--- config.mk ---
export PLATFORM = sky130hd
export DESIGN_NAME = vint_commit_buffer
export DESIGN_NICKNAME = d
export VERILOG_FILES = /design/src/hdl/vint_commit_buffer.sv
export SDC_FILE = /design/constraint.sdc
export NUM_CORES = 1
export LEC_CHECK = 0
export BUFFER_PORTS_ARGS = -buffer_cell sky130_fd_sc_hd__buf_2
export CAP_MARGIN = 20
export CELL_PAD_IN_SITES_DETAIL_PLACEMENT = 0
export CELL_PAD_IN_SITES_GLOBAL_PLACEMENT = 2
export CORE_MARGIN = 5
export CORE_UTILIZATION = 30
export DETAILED_ROUTE_END_ITERATION = 10
export PLACE_DENSITY_LB_ADDON = 0.1
export SYNTH_ARGS = -nofsm -noshare
export SYNTH_HDL_FRONTEND = slang
export SYNTH_SLANG_ARGS = --single-unit
--- constraint.sdc ---
create_clock -name clk -period 1.26 [get_ports clk]
set_input_delay 0.063 -clock clk [delete_from_list [all_inputs] [get_ports clk]]
set_output_delay 0.063 -clock clk [all_outputs]
set_load 0.02 [all_outputs]
--- src/hdl/vint_commit_buffer.sv ---
// --------------------------------------------------
// Two-slot elastic buffer in front of the commit port
// Registered ready, no path from out_ready to in_ready
// --------------------------------------------------

`timescale 1ns/1ps

module vint_commit_buffer #(
    parameter int DATAW = 8
) (
    input  logic             clk,
    input  logic             rst_n,
    input  logic             in_valid,
    output logic             in_ready,
    input  logic [DATAW-1:0] in_data,
    output logic             out_valid,
    input  logic             out_ready,
    output logic [DATAW-1:0] out_data
);

    logic [DATAW-1:0] slot_data [2];
    logic [1:0]       slot_full;
    logic             rd_ptr;
    logic             wr_sel;
    logic             push;
    logic             pop;

    // Only back-pressure when both slots hold data
    assign in_ready  = !(slot_full[0] && slot_full[1]);
    assign out_valid = slot_full[rd_ptr];
    assign out_data  = slot_data[rd_ptr];

    // Oldest entry sits at rd_ptr, the next free slot follows it
    assign wr_sel = slot_full[rd_ptr] ? !rd_ptr : rd_ptr;

    assign push = in_valid && in_ready;
    assign pop  = out_valid && out_ready;

    always_ff @(posedge clk) begin
        if (!rst_n) begin
            slot_full <= 2'b00;
            rd_ptr    <= 1'b0;
        end else begin
            // Push and pop never hit the same slot
            if (push) begin
                slot_full[wr_sel] <= 1'b1;
            end
            if (pop) begin
                slot_full[rd_ptr] <= 1'b0;
                rd_ptr            <= !rd_ptr;
            end
        end
    end

    always_ff @(posedge clk) begin
        if (push) begin
            slot_data[wr_sel] <= in_data;
        end
    end

endmodule

* Word-level counts from Yosys, hierarchy flattened *
Memories as Yosys holds them, arrays and structs flattened. A register that Yosys moved wholly into a read port is not among the register bits.
Index checks and enable logic that the tools add are counted.

word-level totals
  bits in registers = 3
  bits in writable memories = 16
  input port bits = 12
  output and inout port bits = 10
  memories kept = 1

operators by class
  magnitude comparators = 4
  mux-type cells = 14
  bitwise gates (word level) = 3
  reduce and logical (&&, ||, !) cells = 7

memory list
  memory     words  width  read ports  clocked after Yosys merged registers in  wr ports  RTL line  RTL
  slot_data  2      8      1           1                                        1         21        logic [DATAW-1:0] slot_data [2];

operators with widths
  kind                  number
  $mux W1               9
  $mux W2               3
  $logic_and A1 B1 Y1   5
  $lt A1 B2 Y1 const B  2
  $and A2 B2 Y2         1
  $demux W1 S1          2
  $ge A1 B1 Y1 const B  2
  $logic_not A1 Y1      2
  $not A2 Y2            1
  $or A2 B2 Y2          1

* Depth between registers and ports, before layout *
  word-level depth = 12
  gate-level depth with buffers = 3
  gate-level depth less buffers = 3

* Worst setup path before layout *
No wires, ideal clock.

  path type = reg-to-reg
  from = register rd_ptr
  to = memory slot_data[1][0] (enable)
  data arrival time = 0.857 ns
  required time = 0.890 ns
  slack = 0.032 ns
  cell stages (with the launch flop) = 3
  path through = dfxtp_1 o21ai_0 nor2_1

between the ends
  longest elaborated chain between the ends = 3

RTL lines
  item                                        RTL line  RTL
  from (decl)                                 23        logic rd_ptr;
  from (signal assigned)                      50        rd_ptr <= !rd_ptr;
  $mux W1 (implied by the code) (2 in a row)  34        assign wr_sel = slot_full[rd_ptr] ? !rd_ptr : rd_ptr;
  $mux W1 (*)                                 34
  to (decl)                                   21

Mark *: on every way between the ends. The rest lies on a longest branch, timed or not. The select of a mux whose other input is x is not followed.

==> impl_metrics.csv <==
group,metric,value,unit
finish,layout-area-overhead-vs-synth,44.4,%
clock_network,worstSkewPairLatency,280,ps
timing,final_critical_path_setup_slack,-4.43,ps
critical_path,worst_path_cell_chain,"buf_12 > mux2_4 > buf_6",
flow_run,timing.max_cap.violations,0,
run_status,violated_checks,"setup timing",
critical_path,cp_data_arrival_time,1200,ps
place,place_hpwl,947,µm
finish,design.final.nets,99,
clock_network,cts_tree,"done",
synth,synthDominantAreaCellType,"sky130_fd_sc_hd__edfxtp_1",
clock_network,clock_path_buffers,2,
synth,ys_warn_count,0,
clock_network,postCtsSetupRepairBufs,0,
power_and_ir_drop,net_load_switching_power,309,µW
power_and_ir_drop,switching_share,23.0,%
drt,detail_route.drc_violations,0,
die,floorplan.io_pins,22,
hold_path,hp-class,"primary input to register",
place,routabilityCongestion,0.733,
synth,synthesis.nets,60,
global_routing,grt.overflow.total,0,
timing,grt_setup_unrepaired,"yes",
drt,drt-wirelength-per-cell,10.5,µm
critical_path,setup.worst_path.class,"register to output port",
drt,routed_via_density,4.13,
timing,worst_hold_slack_across_all_endpoints,27.3,ps
synth,register_bit_total_from_synthesis,20,
power_and_ir_drop,power.share.clock,21.0,%
hold_path,timing.hold.worst.start,"rst_n",
power_and_ir_drop,power_leakage,0.000456,µW
global_routing,grt_start_max_net_pins,12,
finish,final_cell_mix,"sky130_fd_sc_hd__edfxtp_1, sky130_fd_sc_hd__buf_2, sky130_fd_sc_hd__mux2_4, sky130_fd_sc_hd__dlygate4sd3_1, sky130_fd_sc_hd__buf_6",
timing,timing.final.crit_share,100,%
place,numPlacedInstances,104,
place,portBuffers,21,
critical_path,crit_path_max_incr_delay,360,ps
clock_network,cts-htree-levels,1,
critical_path,critical_path.endpoint_type,"output port",
drt,drt_first_iter_violations,4,
synth,netlist_instances,48,
finish,finalNonFillerCells,116,
synth,syn-cell-area,790,µm²
critical_path,reg2reg_setup_slack,120,ps
timing,relSlewSlack,75.0,%
power_and_ir_drop,intPower,1040,µW
power_and_ir_drop,pwr-share-seq,58.1,%
drt,totalWireLength,1.22,mm
timing,timing.final.hold_violations,0,
timing,setup_viol,8,
global_routing,grt_pass1_vias,518,
die,coreArea,2500,µm²
die,design.die.area,3760,µm²
critical_path,timing.critical_path.fanout_max,8,
finish,layout.cells.most_common,"sky130_fd_sc_hd__edfxtp_1",
global_routing,track_usage,7.59,%
clock_network,number_of_clock_buffers_inserted_by_tritoncts,3,
timing,maxSlewViolCount,0,
power_and_ir_drop,p_per_area,1180,nW/µm²
run_status,result_of_the_run,"complete, but fails checks",
timing,layout_min_cycle_time,1260,ps
timing,post_route_setup_tns,-20.9,ps
power_and_ir_drop,vdd_ir_drop_max,0.498,mV
drt,vias,479,
timing,worst_pin_slew,375,ps
critical_path,timing.critical_path.slowest_stage_cell,"sky130_fd_sc_hd__dfxtp_2",
critical_path,startpoint_type,"register",
power_and_ir_drop,power.share.combinational,20.9,%
timing,fin_worst_skew,2.91,ps
die,die_w,61.3,µm
synth,netlist.area_leader.share,60.9,%
clock_network,clkSinkCount,20,
global_routing,grt_pass1_wl,2.09,mm
clock_network,cts-root-buf,"sky130_fd_sc_hd__clkbuf_4",
global_routing,grt_antenna_before_repair,0,
critical_path,crit-reg2reg-capture,"slot_data[1][3]",
timing,maxClockFrequency,791,MHz
synth,synth.avg_cell_area,16.4,µm²
die,floorplan.rows,18,
finish,antennaDiodeCount,0,
die,initial_utilization,31.6,%
synth,cell_variety_after_synth,13,
synth,synth_top_cells_by_area,"sky130_fd_sc_hd__edfxtp_1, sky130_fd_sc_hd__mux2_4, sky130_fd_sc_hd__dfxtp_1, sky130_fd_sc_hd__nand2_1, sky130_fd_sc_hd__o21ai_0",
drt,drt_pre_antenna_iters,4,
critical_path,r2r_cells,4,
die,chipHeight,61.3,µm
finish,layout-drive-gt1-share,50.0,%
clock_network,cts.reportedPaths.clkPinSlew,100,ps
critical_path,worstSetupEndpoint,"out_data[6]",
drt,detail-route-antenna-nets,0,
synth,seq_area_frac_synth,71.0,%
critical_path,crit_required,1200,ps
critical_path,r2r_start,"rd_ptr",
power by group through the flow:
stage / sequential [µW] / clock [µW] / combinational (µW)
global placement: 795 / 0 / 231
global route: 787 / 328 / 302
detailed placement: 795 / 0 / 228
CTS: 781 / 296 / 280
finish: 781 / 283 / 282
floorplan: 795 / 0 / 137
state kept, by name, summed over array words and instances (netlist names), named ones only:
name       flops
slot_data     16
rd_ptr         1
slot_full      2
critical path, delay by kind of cell (launching register included):
kind,cells,cell delay (ps)
DFF,1,360
muxes,1,300
buffers and inverters,2,260
repair_timing:
| action | in CTS | in global routing |
|---|---|---|
| gates cloned | 0 | 0 |
| pin swaps | 0 | 0 |
| setup endpoints to repair | 16 | 9 |
| hold buffers | 8 | 0 |
| endpoints found under the hold margin | 16 | 0 |
| gates resized for setup | 16 | 4 |
per-stage QoR:
stage / setup WS (ps) / total power (µW) / util [%] / instance area [µm²]
final: -4.43 / 1350 / 45.6 / 1140
after global routing: -54.1 / 1420 / 45.6 / 1140
after CTS: -41.8 / 1360 / 45.3 / 1130
after detailed placement: -31.8 / 1020 / 39.1 / 978
after global placement: -21.5 / 1030 / 39.1 / 978
after floorplan: 32.3 / 932 / - / 790
worst min path at each step:
| stage | slack (ps) | to | depth (start not counted) |
|---|---|---|---|
| 5_1_grt | 30 | slot_full[0] | 3 |
| 2_1_floorplan | 160 | slot_data[0][0] | 0 |
| 3_3_place_gp | 260 | slot_data[1][5] | 1 |
| 6_report | 30 | slot_full[0] | 3 |
| 3_5_place_dp | 260 | slot_data[1][5] | 1 |
| 4_1_cts | 30 | slot_full[0] | 3 |
Yosys cell counts:
cell and number:
sky130_fd_sc_hd__inv_1 3, sky130_fd_sc_hd__nand2_1 5, sky130_fd_sc_hd__a21boi_1 2, sky130_fd_sc_hd__nor2_1 2, sky130_fd_sc_hd__mux2_4 8, sky130_fd_sc_hd__o21ai_0 3, sky130_fd_sc_hd__a21oi_1 1, sky130_fd_sc_hd__edfxtp_1 16
sky130_fd_sc_hd__buf_6 1, sky130_fd_sc_hd__o21ai_2 1, sky130_fd_sc_hd__nand3b_1 1, sky130_fd_sc_hd__dfxtp_1 4, sky130_fd_sc_hd__a21oi_2 1
layer usage:
layer  GRT usage [%]  routed length [µm]  vias to the layer above
met2            14.4                 667                       12
met5               0                   0                        -
met3            2.73                  74                        0
li1                -                   -                      250
met1            7.89                 475                      217
met4            1.86                   0                        0
area by class of cell:
cell class | count | area, µm²
tap | 30 | 37.5
timing repair buffer | 35 | 293
multi-input combinational | 24 | 209
fill | 247 | 1360
inverter | 3 | 11.3
sequential | 20 | 563
clock buffer | 3 | 22.5
clock inverter | 1 | 3.75
logic make-up (layout without fill, tap and decap cells):
| family | after synthesis | count (layout) | share of synthesized area [%] |
|---|---|---|---|
| flops | 20 | 20 | 71.0 |
| mux | 8 | 8 | 15.2 |
| buf+inv | 4 | 42 | 2.85 |
| simple gates | 8 | 8 | 4.28 |
| compound gates | 8 | 8 | 6.65 |
No activity file was read; power rests on OpenSTA's default activity.
